==> src/rv_pkg.sv <==
`default_nettype none

package rv_pkg;

    localparam int XLEN       = 32;
    localparam int IMEM_WORDS = 64;
    localparam int DMEM_WORDS = 64;

    // Word index widths
    localparam int IMEM_AW = $clog2(IMEM_WORDS);
    localparam int DMEM_AW = $clog2(DMEM_WORDS);

    localparam logic [XLEN-1:0] RESET_PC = '0;
    localparam logic [XLEN-1:0] PC_MASK  = XLEN'(IMEM_WORDS * 4 - 1); // pc wraps at ROM end

    // Major opcodes handled by the core
    typedef enum logic [6:0] {
        OP_R     = 7'b0110011,
        OP_IMM   = 7'b0010011,
        OP_LOAD  = 7'b0000011,
        OP_STORE = 7'b0100011
    } opcode_e;

    // funct3 codes
    localparam logic [2:0] F3_ADD_SUB = 3'b000;
    localparam logic [2:0] F3_SLL     = 3'b001;
    localparam logic [2:0] F3_SLT     = 3'b010;
    localparam logic [2:0] F3_SLTU    = 3'b011;
    localparam logic [2:0] F3_XOR     = 3'b100;
    localparam logic [2:0] F3_SRL_SRA = 3'b101;
    localparam logic [2:0] F3_OR      = 3'b110;
    localparam logic [2:0] F3_AND     = 3'b111;
    localparam logic [2:0] F3_WORD    = 3'b010; // lw / sw

    typedef enum logic [3:0] {
        ALU_ADD,
        ALU_SUB,
        ALU_SLL,
        ALU_SLT,
        ALU_SLTU,
        ALU_XOR,
        ALU_SRL,
        ALU_SRA,
        ALU_OR,
        ALU_AND
    } alu_op_e;

endpackage

`default_nettype wire

==> src/decoder.sv <==
`default_nettype none

module decoder import rv_pkg::*; (
    input  logic [XLEN-1:0] inst,
    output logic [4:0]      rs1,
    output logic [4:0]      rs2,
    output logic [4:0]      rd,
    output alu_op_e         alu_op,
    output logic            use_imm,
    output logic            reg_we,
    output logic            mem_we,
    output logic            mem_to_reg
);

    opcode_e    opcode;
    logic [2:0] funct3;
    logic [6:0] funct7;
    logic       alt;       // inst[30], sub / sra
    logic       funct7_ok; // funct7 zero apart from bit 30
    logic       r_ok;
    logic       imm_ok;

    function automatic alu_op_e f3_to_op(input logic [2:0] f3, input logic sel_alt);
        case (f3)
            F3_ADD_SUB: return sel_alt ? ALU_SUB : ALU_ADD;
            F3_SLL:     return ALU_SLL;
            F3_SLT:     return ALU_SLT;
            F3_SLTU:    return ALU_SLTU;
            F3_XOR:     return ALU_XOR;
            F3_SRL_SRA: return sel_alt ? ALU_SRA : ALU_SRL;
            F3_OR:      return ALU_OR;
            default:    return ALU_AND;
        endcase
    endfunction

    assign opcode = opcode_e'(inst[6:0]);
    assign funct3 = inst[14:12];
    assign funct7 = inst[31:25];
    assign alt    = inst[30];
    assign rs1    = inst[19:15];
    assign rs2    = inst[24:20];
    assign rd     = inst[11:7];

    assign funct7_ok = (funct7 & 7'b1011111) == 7'b0000000;
    // Bit 30 only legal on add/sub and srl/sra
    assign r_ok = funct7_ok && (!alt || funct3 == F3_ADD_SUB || funct3 == F3_SRL_SRA);
    // Immediate shifts carry funct7 in the immediate field
    assign imm_ok = (funct3 == F3_SLL)     ? funct7 == 7'b0000000 :
                    (funct3 == F3_SRL_SRA) ? funct7_ok : 1'b1;

    always_comb begin
        alu_op     = ALU_ADD; // Address add for lw / sw
        use_imm    = 1'b0;
        reg_we     = 1'b0;
        mem_we     = 1'b0;
        mem_to_reg = 1'b0;
        case (opcode)
            OP_R: begin
                if (r_ok) begin
                    alu_op = f3_to_op(funct3, alt);
                    reg_we = 1'b1;
                end
            end
            OP_IMM: begin
                if (imm_ok) begin
                    alu_op  = f3_to_op(funct3, funct3 == F3_SRL_SRA && alt);
                    use_imm = 1'b1;
                    reg_we  = 1'b1;
                end
            end
            OP_LOAD: begin
                if (funct3 == F3_WORD) begin
                    use_imm    = 1'b1;
                    reg_we     = 1'b1;
                    mem_to_reg = 1'b1;
                end
            end
            OP_STORE: begin
                if (funct3 == F3_WORD) begin
                    use_imm = 1'b1;
                    mem_we  = 1'b1;
                end
            end
            default: ; // Retires as a no-op
        endcase
    end

    always_comb begin
        assert (!(reg_we && mem_we))
            else $error("decoder: register and memory write both set for %h", inst);
    end

endmodule

`default_nettype wire

==> config.mk <==
export PLATFORM = sky130hd
export DESIGN_NAME = decoder
export DESIGN_NICKNAME = d
export VERILOG_FILES = /design/src/rv_pkg.sv /design/src/decoder.sv
export SDC_FILE = /design/constraint.sdc
export NUM_CORES = 1
export LEC_CHECK = 0
export BUFFER_PORTS_ARGS = -buffer_cell sky130_fd_sc_hd__buf_2
export CORE_MARGIN = 1
export CORE_UTILIZATION = 25
export DETAILED_ROUTE_END_ITERATION = 16
export PLACE_DENSITY = 0.65
export SLEW_MARGIN = 15
export SYNTH_ARGS = -nofsm -noshare
export SYNTH_HDL_FRONTEND = slang
export SYNTH_SLANG_ARGS = --single-unit
==> constraint.sdc <==
create_clock -name vclk -period 1.03
set_clock_uncertainty 0.05 [all_clocks]
set_input_delay 0 -clock vclk [all_inputs]
set_output_delay 0 -clock vclk [all_outputs]
set_load 0.005 [all_outputs]
==> summary.txt <==
Run
  • Max Cap Viol: 0

Layout
  • # nets final: 116
  • CLK BUF: 0
  • Fin util: 46.25%
  • FF+latch area: 0 um^2
  • Share of layout cells above drive strength 1: 46.34%
  • Ant diodes: 0
  • Area Growth Syn to Fin: 64.14%
  • Sequential cells: 0

Status
  • Failing checks: setup timing
  • Status: finished, violations left

Synth
  • Number of distinct library cells after synthesis: 21
  • Syn_nets: 84
  • Post-synthesis sequential area ratio: 0%
  • Synthesized area: 380.4 um^2
  • Mapped Cells: 52
  • Synthesized area per cell: 7.315 um^2
  • Synth warn: 0

Floorplan
  • Chip Width: 41.01 um
  • Core area: 1350 um^2
  • Initial Util: 28.17%
  • Die height: 41.01 um
  • Row count: 13
  • Die ar.: 1681 um^2
  • # IOs: 55

Timing
  • Post-route setup slack: -0.1626 ns
  • Tmin final: 1.193 ns
  • Max Freq: 838.5 MHz
  • Unrepaired setup endpoints after global routing: true
  • Final setup vio count: 5
  • WHS: 0.2865 ns
  • Crit share post-route: 115.8%
  • Max-slew violation count: 0
  • Worst Tran Pin Value: 0.3823 ns
  • Slew HR: 74.32%
  • Final Hold Viols: 0

Place
  • Routability congestion estimate from global placement: 0.7704
  • IO buf count: 25
  • Post-DP HPWL: 733.8 um

Worst setup path
  • Crit path max-delay cell type: nor4_4
  • Crit start category: primary input
  • Worst Path Max Fanout: 4
  • Cell Chain, Critical Path: buf_6 -> nor4_4 -> a31oi_1 -> nor3_2 -> a21oi_2 -> a2111oi_4 -> buf_2
  • WP data required: 0.98 ns
  • Worst EP arrival: 1.14 ns
  • CP peak stage delay: 0.32 ns
  • Setup CP Type: in -> out
  • Endpoint class of the critical path: primary output

Worst hold path
  • Worst hold-check path type: in -> out

Route
  • Vias/cell: 4.680
  • Routed WL: 941 um
  • DRT antenna net count: 0
  • Initial DRT Pass Iterations: 2
  • Wire per inst: 9.701 um
  • Starting DRT DRC Count: 5
  • DRC viols: 0
  • Via count: 454

Global route
  • Global-route wire length before repair: 1124 um
  • All-Layer GR Usage: 9.487%
  • Largest net degree at the start of global routing: 9
  • Initial antenna violation count: 0
  • Number of global-route vias before repair: 307
  • Grt ovf: 0

Pwr
  • Pleak: 0.2806 nW
  • Power density cells: 283.3 nW/um^2
  • Worst vdd ir: 0.1111 mV
  • Tot Pwr: 0.1769 mW
-- final cells by class --
class	instances	area, um^2
multi-input cells	34	255.2
fillers	142	725.7
well taps	15	18.77
inverters	1	3.754
repair buffers	47	346.6
-- metrics by stage --
| step | setup TNS [ns] | setup slack (ns) | instances | instance area, um^2 |
|---|---|---|---|---|
| CTS | -0.5292 | -0.1830 | 97 | 618.1 |
| global placement | -0.5513 | -0.1790 | 82 | 449.2 |
| detailed placement | -0.6771 | -0.2120 | 82 | 449.2 |
| finish | -0.4337 | -0.1626 | 97 | 624.3 |
| floorplan | 0 | 0.1151 | 52 | 380.4 |
| global route | -0.8097 | -0.2510 | 97 | 624.3 |
-- Yosys cell counts --
| library cell | n | area (um^2) |
|---|---|---|
| buf_4 | 17 | 127.6 |
| nor2_1 | 7 | 26.28 |
| nand2b_1 | 3 | 18.77 |
| a21oi_1 | 2 | 10.01 |
| a31oi_1 | 2 | 12.51 |
| nand2_1 | 2 | 7.510 |
| nand4_1 | 2 | 12.51 |
| nor3_1 | 2 | 10.01 |
| nor3_2 | 2 | 20.02 |
| o21ai_1 | 2 | 10.01 |
| a2111oi_4 | 1 | 27.53 |
| a21oi_2 | 1 | 8.760 |
| and3b_1 | 1 | 8.760 |
| inv_1 | 1 | 3.750 |
| nand3_1 | 1 | 5.000 |
| nand3b_1 | 1 | 7.510 |
| nand4_4 | 1 | 21.27 |
| nor4_4 | 1 | 21.27 |
| o21ai_0 | 1 | 5.000 |
| o31ai_1 | 1 | 7.510 |
| xor2_1 | 1 | 8.760 |
-- cell usage in the layout, fill, tap and decap left out, drive strengths merged --
cell type,netlist,layout
nor3,4,4
inv,1,1
buf,17,32
nand4,3,3
o31ai,1,1
nor2,7,7
nand2,2,2
a2111oi,1,1
xor2,1,1
nand2b,3,3
and3b,1,1
nand3,1,1
nor4,1,1
dlygate4sd3,0,15
nand3b,1,1
a31oi,2,2
o21ai,3,3
a21oi,3,3
-- repair_timing --
| action | in CTS | in global routing |
|---|---|---|
| setup buffers | 0 | 0 |
| endpoints found under the hold margin | 15 | 0 |
| hold buffers | 15 | 0 |
| pin swaps | 1 | 0 |
| setup endpoints to repair | 5 | 6 |
| resized for setup | 3 | 1 |
-- path summary, 6_finish.rpt --
check    endpoint      from  cells after the start  slack [ns]
max     alu_op[0]  inst[26]                      7       -0.16
min    mem_to_reg   inst[5]                      3        0.29
-- worst max-delay path, delay by kind of cell --
kind                   cells  cell delay [ns]
AOI/OAI and AO/OA          3             0.43
and+or+nand+nor            2             0.46
buffers and inverters      2             0.25
-- cell families (layout without fill, tap and decap cells) --
group                     Yosys count  in the layout  synth area share [%]
xor gates and xnor gates            1              1                 2.303
and+or+nand+nor                    23             23                 41.78
buffers and inverters              18             48                 34.54
AOI/OAI and AO/OA                  10             10                 21.38
-- where the power goes --
part,switching (mW),total (mW),internal (mW)
registers,0,0,0
clock network,0,0,0
logic,0.0747,0.177,0.102
-- per-layer routing --
layer | part of all wire [%] | vias to the layer above | global-route usage (%)
met3 | 12 | 0 | 0
met2 | 53 | 36 | 21.48
li1 | - | 228 | -
met5 | 0 | - | 0
met1 | 35 | 190 | 9.615
met4 | 0 | 0 | 0
Power figures use the tool's default switching activity.
