<file path="src/rv_pkg.sv">
`default_nettype none

package rv_pkg;

    localparam int XLEN       = 32;
    localparam int IMEM_WORDS = 64;
    localparam int DMEM_WORDS = 64;

    // Word index widths
    localparam int IMEM_AW = $clog2(IMEM_WORDS);
    localparam int DMEM_AW = $clog2(DMEM_WORDS);

    localparam logic [XLEN-1:0] RESET_PC = '0;
    localparam logic [XLEN-1:0] PC_MASK  = XLEN'(IMEM_WORDS * 4 - 1); // pc wraps at ROM end

    // Major opcodes handled by the core
    typedef enum logic [6:0] {
        OP_R     = 7'b0110011,
        OP_IMM   = 7'b0010011,
        OP_LOAD  = 7'b0000011,
        OP_STORE = 7'b0100011
    } opcode_e;

    // funct3 codes
    localparam logic [2:0] F3_ADD_SUB = 3'b000;
    localparam logic [2:0] F3_SLL     = 3'b001;
    localparam logic [2:0] F3_SLT     = 3'b010;
    localparam logic [2:0] F3_SLTU    = 3'b011;
    localparam logic [2:0] F3_XOR     = 3'b100;
    localparam logic [2:0] F3_SRL_SRA = 3'b101;
    localparam logic [2:0] F3_OR      = 3'b110;
    localparam logic [2:0] F3_AND     = 3'b111;
    localparam logic [2:0] F3_WORD    = 3'b010; // lw / sw

    typedef enum logic [3:0] {
        ALU_ADD,
        ALU_SUB,
        ALU_SLL,
        ALU_SLT,
        ALU_SLTU,
        ALU_XOR,
        ALU_SRL,
        ALU_SRA,
        ALU_OR,
        ALU_AND
    } alu_op_e;

endpackage

`default_nettype wire

</file>
<file path="src/imm_gen.sv">
`default_nettype none

module imm_gen import rv_pkg::*; (
    input  logic [XLEN-1:0] inst,
    output logic [XLEN-1:0] imm
);

    opcode_e opcode;

    assign opcode = opcode_e'(inst[6:0]);

    always_comb begin
        case (opcode)
            OP_IMM,
            OP_LOAD: begin
                imm = {{(XLEN-12){inst[31]}}, inst[31:20]}; // I-type
            end
            OP_STORE: begin
                // S-type, split field
                imm = {{(XLEN-12){inst[31]}}, inst[31:25], inst[11:7]};
            end
            default: begin
                imm = '0;
            end
        endcase
    end

endmodule

`default_nettype wire

</file>
<file path="config.mk">
export PLATFORM = sky130hd
export DESIGN_NAME = imm_gen
export DESIGN_NICKNAME = d
export VERILOG_FILES = /design/src/rv_pkg.sv /design/src/imm_gen.sv
export SDC_FILE = /design/constraint.sdc
export NUM_CORES = 1
export LEC_CHECK = 0
export ABC_AREA = 1
export BUFFER_PORTS_ARGS = -buffer_cell sky130_fd_sc_hd__buf_4
export CAP_MARGIN = 20
export CORE_UTILIZATION = 25
export DETAILED_ROUTE_END_ITERATION = 10
export PLACE_DENSITY_LB_ADDON = 0.12
export SLEW_MARGIN = 10
export SYNTH_ARGS = -nofsm -noshare
export SYNTH_HDL_FRONTEND = slang
export SYNTH_SLANG_ARGS = --single-unit
export TNS_END_PERCENT = 100
</file>
<file path="constraint.sdc">
create_clock -name vclk -period 1.55
set_input_delay 0 -clock vclk [all_inputs]
set_output_delay 0 -clock vclk [all_outputs]
set_load 0.05 [all_outputs]
</file>
==> impl_metrics.csv, run 1 <==
group,metric,value,unit
run_status,status,"complete, no violations",
pwr,power,0.114,mW
cells_and_area,drive_gt1_frac,0.646,
setup_path,crit_end,"imm[17]",
floorplan,die_w,40.8,um
floorplan,core_area,1350,um^2
cells_and_area,stdcell_count,114,
cells_and_area,seqCellArea,0,um^2
sta,worst_pin_slew,459,ps
global_route,grt_pass1_wl,1220,um
cells_and_area,design.seq.count,0,
placement,gp_congestion,0.549,
yosys,ys_seq_area_frac,0,
global_route,grt.overflow.total,0,
yosys,yosys.area_share.xor_xnor,0,
sta,grt_setup_unrepaired,"false",
setup_path,cp.arrival,1250,ps
setup_path,end_kind,"output port",
detailed_routing,drt_iter0_drc,0,
yosys,yosys.area.top_type,"buf_4",
global_route,antenna_found_initial,0,
global_route,grt_pass1_vias,316,
sta,min_period,1250,ps
sta,hold_viol_final,0,
min_path,holdCritStartpoint,"inst[27]",
pwr,seq_power_share,0,
detailed_routing,wire_per_inst,8.55,um
sta,timing.fmax,798,MHz
yosys,synth_cells,63,
yosys,synthSimpleGateAreaFrac,0.377,
min_path,min_path_type,"primary input to output port",
detailed_routing,drt-total-wl,975,um
sta,drv_slew,0,
clocking,post_cts_resized,0,
cells_and_area,finalNetCount,133,
yosys,netlist_area,375,um^2
pwr,peakVddDrop,0.0582,mV
yosys,yosysWarnings,0,
placement,hpwlAfterDp,806,um
run,maxCapViolCount,0,
global_route,grt_use_total,0.0998,
setup_path,crit_type,"primary input to output port",
pwr,p_comb_frac,1.000,
setup_path,crit_required,1550,ps
detailed_routing,drc,0,
floorplan,die_h,40.8,um
sta,final.setup.tns,0,ps
global_route,grt_max_degree,22,
floorplan,start_util,0.278,
yosys,syn_area_per_cell,5.96,um^2
cells_and_area,area_delta_synth_final,80.0,%
detailed_routing,viasPerCell,4.14,
detailed_routing,ant_nets,0,
placement,placedCellCount,114,
pwr,p_per_area,169,nW/um^2
sta,setup_viol,0,
yosys,synth_fa_ha_area_frac,0,
floorplan,design.die.area,1660,um^2
yosys,synth_commonest_cells,"buf_4 (21), inv_1 (11), nand3_1 (10)",
detailed_routing,firstDrtPassIters,1,
cells_and_area,final_core_util,0.500,
setup_path,critPathLaunchType,"primary input",
yosys,yosys.area.top_type_share,0.420,
placement,port_buffers,56,
cells_and_area,n_antenna_cell,0,
sta,max-slew-margin-rel,0.693,
floorplan,num_rows,13,
yosys,synth_compound_area_frac,0.0933,
setup_path,startpoint,"inst[5]",
setup_path,path_max_fanout,21,
yosys,synth_cell_type_count,10,
pwr,swShare,0.515,
pwr,pwr-share-clk,0,
floorplan,io_pins,64,
yosys,yosysMostFrequentCell,"buf_4",
pwr,internal_power,0.0555,mW
pwr,p_leak,0.437,nW
clocking,hold_buffers,0,
yosys,synthMuxAreaShare,0,
pwr,switchingPower,0.0589,mW
yosys,syn-num-nets,95,
cells_and_area,nClkBuffers,0,
clocking,postCtsSetupBuffers,0,
yosys,synth_top_family_by_area,"buffers and inverters",
yosys,yosys-top-cells-area,"buf_4 (42%), nand3_1 (13%), inv_1 (11%)",
detailed_routing,dr_total_vias,472,
sta,period_share,0.809,
==> how the worst min path moves through the flow <==
stage | slack [ps] | cells past startpoint | end
CTS | 350 | 4 | imm[7]
floorplan | 190 | 2 | imm[11]
global route | 370 | 4 | imm[8]
finish | 350 | 4 | imm[7]
global placement | 350 | 4 | imm[8]
detailed placement | 350 | 4 | imm[7]
==> layer usage <==
layer / routed length, um / track usage / up-vias / part of all wire
li1: - / - / 249 / -
met2: 436 / 0.175 / 32 / 0.45
met4: 0 / 0 / 0 / 0
met3: 120 / 0.00543 / 0 / 0.12
met1: 418 / 0.141 / 191 / 0.43
met5: 0 / 0 / - / 0
==> power groups by stage <==
stage                     combinational, mW  clock, mW  sequential, mW
final                                 0.114          0               0
after global routing                  0.123          0               0
after CTS                             0.115          0               0
after detailed placement              0.115          0               0
after global placement                0.114          0               0
after floorplan                      0.0581          0               0
==> stage by stage <==
| step | area, um^2 | setup slack (ps) | hold WS, ps |
|---|---|---|---|
| 2_1_floorplan | 387 | 322 | 188 |
| 5_1_grt | 676 | 190 | 372 |
| 3_5_place_dp | 676 | 285 | 353 |
| 3_3_place_gp | 676 | 318 | 352 |
| 6_report | 676 | 296 | 353 |
| 4_1_cts | 676 | 283 | 353 |
==> cell type report <==
class                      instances  area [um^2]
fill                             141          674
timing repair buffer              57          428
multi-input combinational         31          188
inverter                          11         41.3
tap                               15         18.8
==> kinds of logic (layout without fill, tap and decap cells) <==
logic type,Yosys count,after routing
and+or+nand+nor,24,24
buffers and inverters,32,68
AOI/OAI and AO/OA,7,7
==> cell usage in the layout (no fill, tap or decap) <==
cell type	synthesis	layout
buf_4	21	57
inv_1	11	11
nand3_1	10	10
nand2_1	7	7
a21oi_1	7	6
nor2_4	3	3
nand2_2	1	1
nand2_4	1	1
nor2_1	1	1
nand3_2	1	1
a21oi_4	0	1
==> worst max-delay path: stages <==
cell,delay [ps]
buf_4,130
nor2_4,170
nand3_2,200
a21oi_4,460
buf_4,290
Power figures use the tool's default switching activity.
==> inputs of run 2 (changes only) <==
--- a/config.mk
+++ b/config.mk
@@ -5,7 +5,7 @@
 export SDC_FILE = /design/constraint.sdc
 export NUM_CORES = 1
 export LEC_CHECK = 0
-export ABC_AREA = 1
+export ABC_AREA = 0
 export BUFFER_PORTS_ARGS = -buffer_cell sky130_fd_sc_hd__buf_4
 export CAP_MARGIN = 20
 export CORE_UTILIZATION = 25
==> constraint.sdc (replaced) <==
create_clock -name vclk -period 1.1
set_input_delay 0 -clock vclk [all_inputs]
set_output_delay 0 -clock vclk [all_outputs]
set_load 0.05 [all_outputs]
==> run 2 against run 1 <==
Effect of this change:
- the flow now finishes with violations (negative setup slack)
- largest power group unchanged
- cell area up 39%
- final cell count down 1.8%
- critical path depth unchanged
- first-iteration DRC count unchanged
- worst setup slack worse by 530 ps
- sequential share of layout area unchanged
- synthesized cell count down 11%
- count of clock-buffer cells in the layout unchanged
- flip-flop and latch count unchanged
- via count down 1.1%
- highest routed layer unchanged
- critical endpoint is now imm[14]
==> impl_metrics.csv, run 2 <==
group,metric,value,unit
run_status,status,"finished with violations",
run_status,failed_checks,"negative setup slack",
pwr,p_leak,0.432,nW
pwr,p_per_area,241,nW/um^2
cells_and_area,layout_commonest_cell,"buf_4",
setup_path,slowest_delay,570,ps
global_route,grt_pass1_vias,448,
detailed_routing,viasPerCell,4.17,
detailed_routing,wire_per_inst,10.0,um
sta,hold_viol_final,0,
yosys,synth_commonest_cells,"buf_4 (20), inv_1 (8), a211oi_1 (5), nand2b_1 (5), nand3b_1 (5)",
floorplan,core_area,1520,um^2
yosys,netlist_area,413,um^2
pwr,peakVddDrop,0.121,mV
placement,hpwlAfterDp,939,um
yosys,synth_cells,56,
floorplan,die_h,42.6,um
cells_and_area,finalNetCount,130,
min_path,min_path_type,"primary input to output port",
cells_and_area,num-fill-cells,133,
global_route,antenna_found_initial,0,
min_path,holdCritStartpoint,"inst[28]",
sta,grt_setup_unrepaired,"true",
sta,min_period,1340,ps
cells_and_area,n_antenna_cell,0,
setup_path,crit_chain,"buf_6, or4b_4, nor4_4, buf_12, buf_4",
cells_and_area,drive_gt1_frac,0.802,
sta,period_share,1.21,
setup_path,critPathLaunchType,"primary input",
sta,timing.fmax,749,MHz
detailed_routing,drt_iter0_drc,0,
placement,port_buffers,56,
cells_and_area,nClkBuffers,0,
yosys,syn_area_per_cell,7.37,um^2
floorplan,design.die.area,1820,um^2
detailed_routing,drc,0,
global_route,grt_pass1_wl,1930,um
floorplan,start_util,0.271,
floorplan,die_w,42.6,um
global_route,grt.overflow.total,0,
yosys,synth_cell_type_count,12,
sta,drv_slew,0,
cells_and_area,design.seq.count,0,
cells_and_area,layout_common_cells,"buf_4 (49), buf_6 (13), inv_1 (8)",
sta,final.setup.tns,-6670,ps
min_path,min_path_cells,4,
min_path,whs_endpoint,"imm[8]",
yosys,yosysWarnings,0,
yosys,syn-num-nets,88,
yosys,yosys.area.top_type_share,0.364,
setup_path,path_max_fanout,21,
setup_path,crit_required,1100,ps
cells_and_area,design_area,942,um^2
placement,place_ws,-255,ps
placement,place_area,857,um^2
placement,gp_congestion,0.681,
yosys,ys_seq_area_frac,0,
yosys,yosys.area.top_type,"buf_4",
pwr,power,0.227,mW
detailed_routing,ant_nets,0,
setup_path,crit_type,"primary input to output port",
sta,worst_slack,-235,ps
setup_path,end_kind,"output port",
run,maxCapViolCount,0,
detailed_routing,dr_total_vias,467,
detailed_routing,drt-total-wl,1130,um
setup_path,crit_slowest_cell,"or4b_4",
sta,worst_pin_slew,347,ps
setup_path,cp.arrival,1340,ps
sta,max-slew-margin-rel,0.769,
floorplan,num_rows,14,
global_route,grt_use_total,0.130,
cells_and_area,seqCellArea,0,um^2
yosys,yosys-top-cells-area,"buf_4 (36%), nor4_2 (12%), a211oi_1 (9.1%)",
global_route,grt_max_degree,22,
yosys,yosysMostFrequentCell,"buf_4",
floorplan,io_pins,64,
cells_and_area,area_delta_synth_final,128,%
sta,setup_viol,32,
clocking,hold_buffers,0,
detailed_routing,firstDrtPassIters,1,
[run 2: cell types whose count changed in the layout (fill, tap and decap cells not counted), moves of 6 or more]
cell	previous run	this run
a21oi_1	6	0
nand2_1	7	0
buf_4	57	49
nor4_4	0	7
nand3_1	10	0
buf_6	0	13
[run 2: worst max path at each step]
stage,start,endpoint,cells after the start
floorplan,inst[6],imm[12],3
global placement,inst[6],imm[6],5
detailed placement,inst[6],imm[14],5
CTS,inst[6],imm[14],5
global route,inst[6],imm[18],5
finish,inst[6],imm[14],5
[run 2: cell families after synthesis]
logic type	count (synthesis)	synth area share
buffers and inverters	32	0.491
AND/OR/NAND/NOR	19	0.418
AO/OA/AOI/OAI	5	0.0909
[run 2: layer usage]
layer | GRT usage | routed length [um] | vias up
met5 | 0 | 0 | -
met4 | 0 | 0 | 0
met3 | 0.0129 | 91 | 0
met2 | 0.230 | 581 | 27
met1 | 0.178 | 452 | 196
li1 | - | - | 244
[run 2: what timing repair did]
| item | CTS | global route |
|---|---|---|
| endpoints found under the hold margin | 0 | 0 |
| setup endpoints to repair | 32 | 32 |
| pin swaps | 4 | 0 |
| setup buffers | 1 | 1 |
| gates resized for setup | 16 | 1 |
[run 2: cell type report]
type | instances | area [um^2] | area share
repair buffers | 64 | 554 | 0.588
multi-input cells | 24 | 338 | 0.359
inverters | 8 | 30.0 | 0.0319
well taps | 16 | 20.0 | 0.0212
[run 2: report_power, final]
part / total [mW] / internal, mW / leakage (nW) / switching (mW)
sequential: 0 / 0 / 0 / 0
clock: 0 / 0 / 0 / 0
combinational: 0.227 / 0.107 / 0.432 / 0.121
total: 0.227 / 0.107 / 0.432 / 0.121
[run 2: worst max-delay path, delay by kind of cell]
family	cells	cell delay, ps
simple gates	2	850
buf+inv	3	470
[run 2: metrics by stage]
| stage | hold WS (ps) | std cells | util |
|---|---|---|---|
| after floorplan | 165 | 56 | - |
| after global placement | 383 | 110 | 0.562 |
| after detailed placement | 409 | 110 | 0.562 |
| after CTS | 381 | 111 | 0.611 |
| after global routing | 394 | 112 | 0.618 |
| final | 379 | 112 | 0.618 |
==> inputs of run 3 (changes only) <==
==> constraint.sdc (replaced) <==
create_clock -name vclk -period 1.7
set_input_delay 0 -clock vclk [all_inputs]
set_output_delay 0 -clock vclk [all_outputs]
set_load 0.05 [all_outputs]
==> run 3 against run 2 <==
Effect of this change:
- the flow now finishes without violations
- combinational power decreased by 49%
- sequential share of layout area unchanged
- critical path type unchanged
- routed wire length decreased by 7.8%
- power decreased by 49%
- die area unchanged
- flip-flop and latch count unchanged
- via count decreased by 2.4%
==> impl_metrics.csv, run 3 (same netlist as run 2, synthesis figures left out) <==
group,metric,value,unit
cells_and_area,num-fill-cells,160,
cells_and_area,nClkBuffers,0,
pwr,swShare,0.524,
sta,max-slew-margin-rel,0.577,
sta,worst_pin_slew,634,ps
min_path,whs_endpoint,"imm[6]",
cells_and_area,finalNetCount,124,
global_route,grt.overflow.total,0,
pwr,p_leak,0.378,nW
clocking,hold_buffers,0,
sta,drv_slew,0,
detailed_routing,ant_nets,0,
detailed_routing,firstDrtPassIters,2,
detailed_routing,drc,0,
pwr,switchingPower,0.0609,mW
detailed_routing,viasPerCell,4.30,
pwr,p_per_area,157,nW/um^2
min_path,holdCritStartpoint,"inst[26]",
global_route,grt_max_degree,22,
run,maxCapViolCount,0,
setup_path,critPathLaunchType,"primary input",
placement,port_buffers,56,
detailed_routing,dr_total_vias,456,
cells_and_area,layout_commonest_cell,"buf_4",
sta,grt_setup_unrepaired,"false",
pwr,peakVddDrop,0.0930,mV
global_route,grt_pass1_vias,380,
floorplan,design.die.area,1820,um^2
detailed_routing,wire_per_inst,9.78,um
cells_and_area,multiInputGateArea,256,um^2
sta,min_period,1390,ps
cells_and_area,layout_common_cells,"buf_4 (58), inv_1 (8)",
placement,placedCellCount,106,
clocking,post_cts_resized,0,
sta,setup_viol,0,
cells_and_area,area_delta_synth_final,79.7,%
pwr,p_comb_frac,1.000,
floorplan,die_w,42.6,um
pwr,seq_power_share,0,
min_path,min_path_type,"primary input to output port",
floorplan,io_pins,64,
run_status,status,"complete, no violations",
sta,hold_viol_final,0,
pwr,internal_power,0.0554,mW
cells_and_area,design.seq.count,0,
min_path,min_path_cells,4,
setup_path,end_kind,"output port",
setup_path,crit_slowest_cell,"or4b_4",
sta,hold_slack,376,ps
cells_and_area,drive_gt1_frac,0.789,
floorplan,die_h,42.6,um
setup_path,crit_required,1700,ps
cells_and_area,stdcell_count,106,
global_route,grt_pass1_wl,1670,um
floorplan,start_util,0.271,
clocking,postCtsSetupBuffers,0,
sta,final.setup.tns,0,ps
detailed_routing,drt-total-wl,1040,um
pwr,pwr-share-clk,0,
floorplan,num_rows,14,
placement,gp_congestion,0.647,
cells_and_area,seqCellArea,0,um^2
detailed_routing,drt_iter0_drc,3,
floorplan,core_area,1520,um^2
setup_path,path_max_fanout,21,
global_route,grt_use_total,0.108,
setup_path,crit_type,"primary input to output port",
setup_path,cpMostUsedCell,"buf_4",
cells_and_area,n_antenna_cell,0,
placement,hpwlAfterDp,839,um
setup_path,crit_chain,"buf_4, or4b_4, nor4_4, buf_4, buf_4",
global_route,antenna_found_initial,0,
setup_path,slowest_delay,580,ps
sta,timing.fmax,718,MHz
sta,period_share,0.819,
setup_path,cp.arrival,1390,ps
run 3: cell count changes in the layout (fill, tap and decap cells not counted):
cell	previous run	this run
a211oi_2	0	5
a211oi_4	5	0
buf_12	2	0
buf_4	49	58
buf_6	13	0
nor4_2	0	5
nor4_4	7	2
run 3: power by group through the flow:
stage | combinational (mW) | clock (mW) | sequential (mW)
6_report | 0.116 | 0 | 0
5_1_grt | 0.126 | 0 | 0
4_1_cts | 0.118 | 0 | 0
3_5_place_dp | 0.117 | 0 | 0
3_3_place_gp | 0.116 | 0 | 0
2_1_floorplan | 0.0682 | 0 | 0
run 3: per-stage QoR:
step / power, mW / worst slack, ps / utilization / instance area (um^2)
final: 0.116 / 307 / 0.487 / 742
after global routing: 0.126 / 229 / 0.487 / 742
after CTS: 0.118 / 298 / 0.487 / 742
after detailed placement: 0.117 / 300 / 0.487 / 742
after global placement: 0.116 / 322 / 0.487 / 742
after floorplan: 0.0682 / -295 / - / 459
run 3: worst max-delay path by stage:
stage	cells past startpoint	endpoint	start	slack, ps
after floorplan	3	imm[12]	inst[6]	-300
after global placement	5	imm[26]	inst[6]	320
after detailed placement	5	imm[30]	inst[6]	300
after CTS	5	imm[12]	inst[6]	300
after global routing	5	imm[12]	inst[6]	230
final	5	imm[12]	inst[6]	310
run 3: routing by layer:
metal,wire length (um),global-route usage
met1,456,0.156
met2,477,0.182
met3,103,0.00862
met4,0,0
met5,0,0
run 3: layout make-up:
class	instances	share of cell area
Multi-Input combinational cell	24	0.346
Tap cell	16	0.0270
Timing Repair Buffer	58	0.587
Inverter	8	0.0405
run 3: worst max-delay path, delay by kind of cell:
family / cells / cell delay [ps]
buffers and inverters: 3 / 590
AND/OR/NAND/NOR: 2 / 800
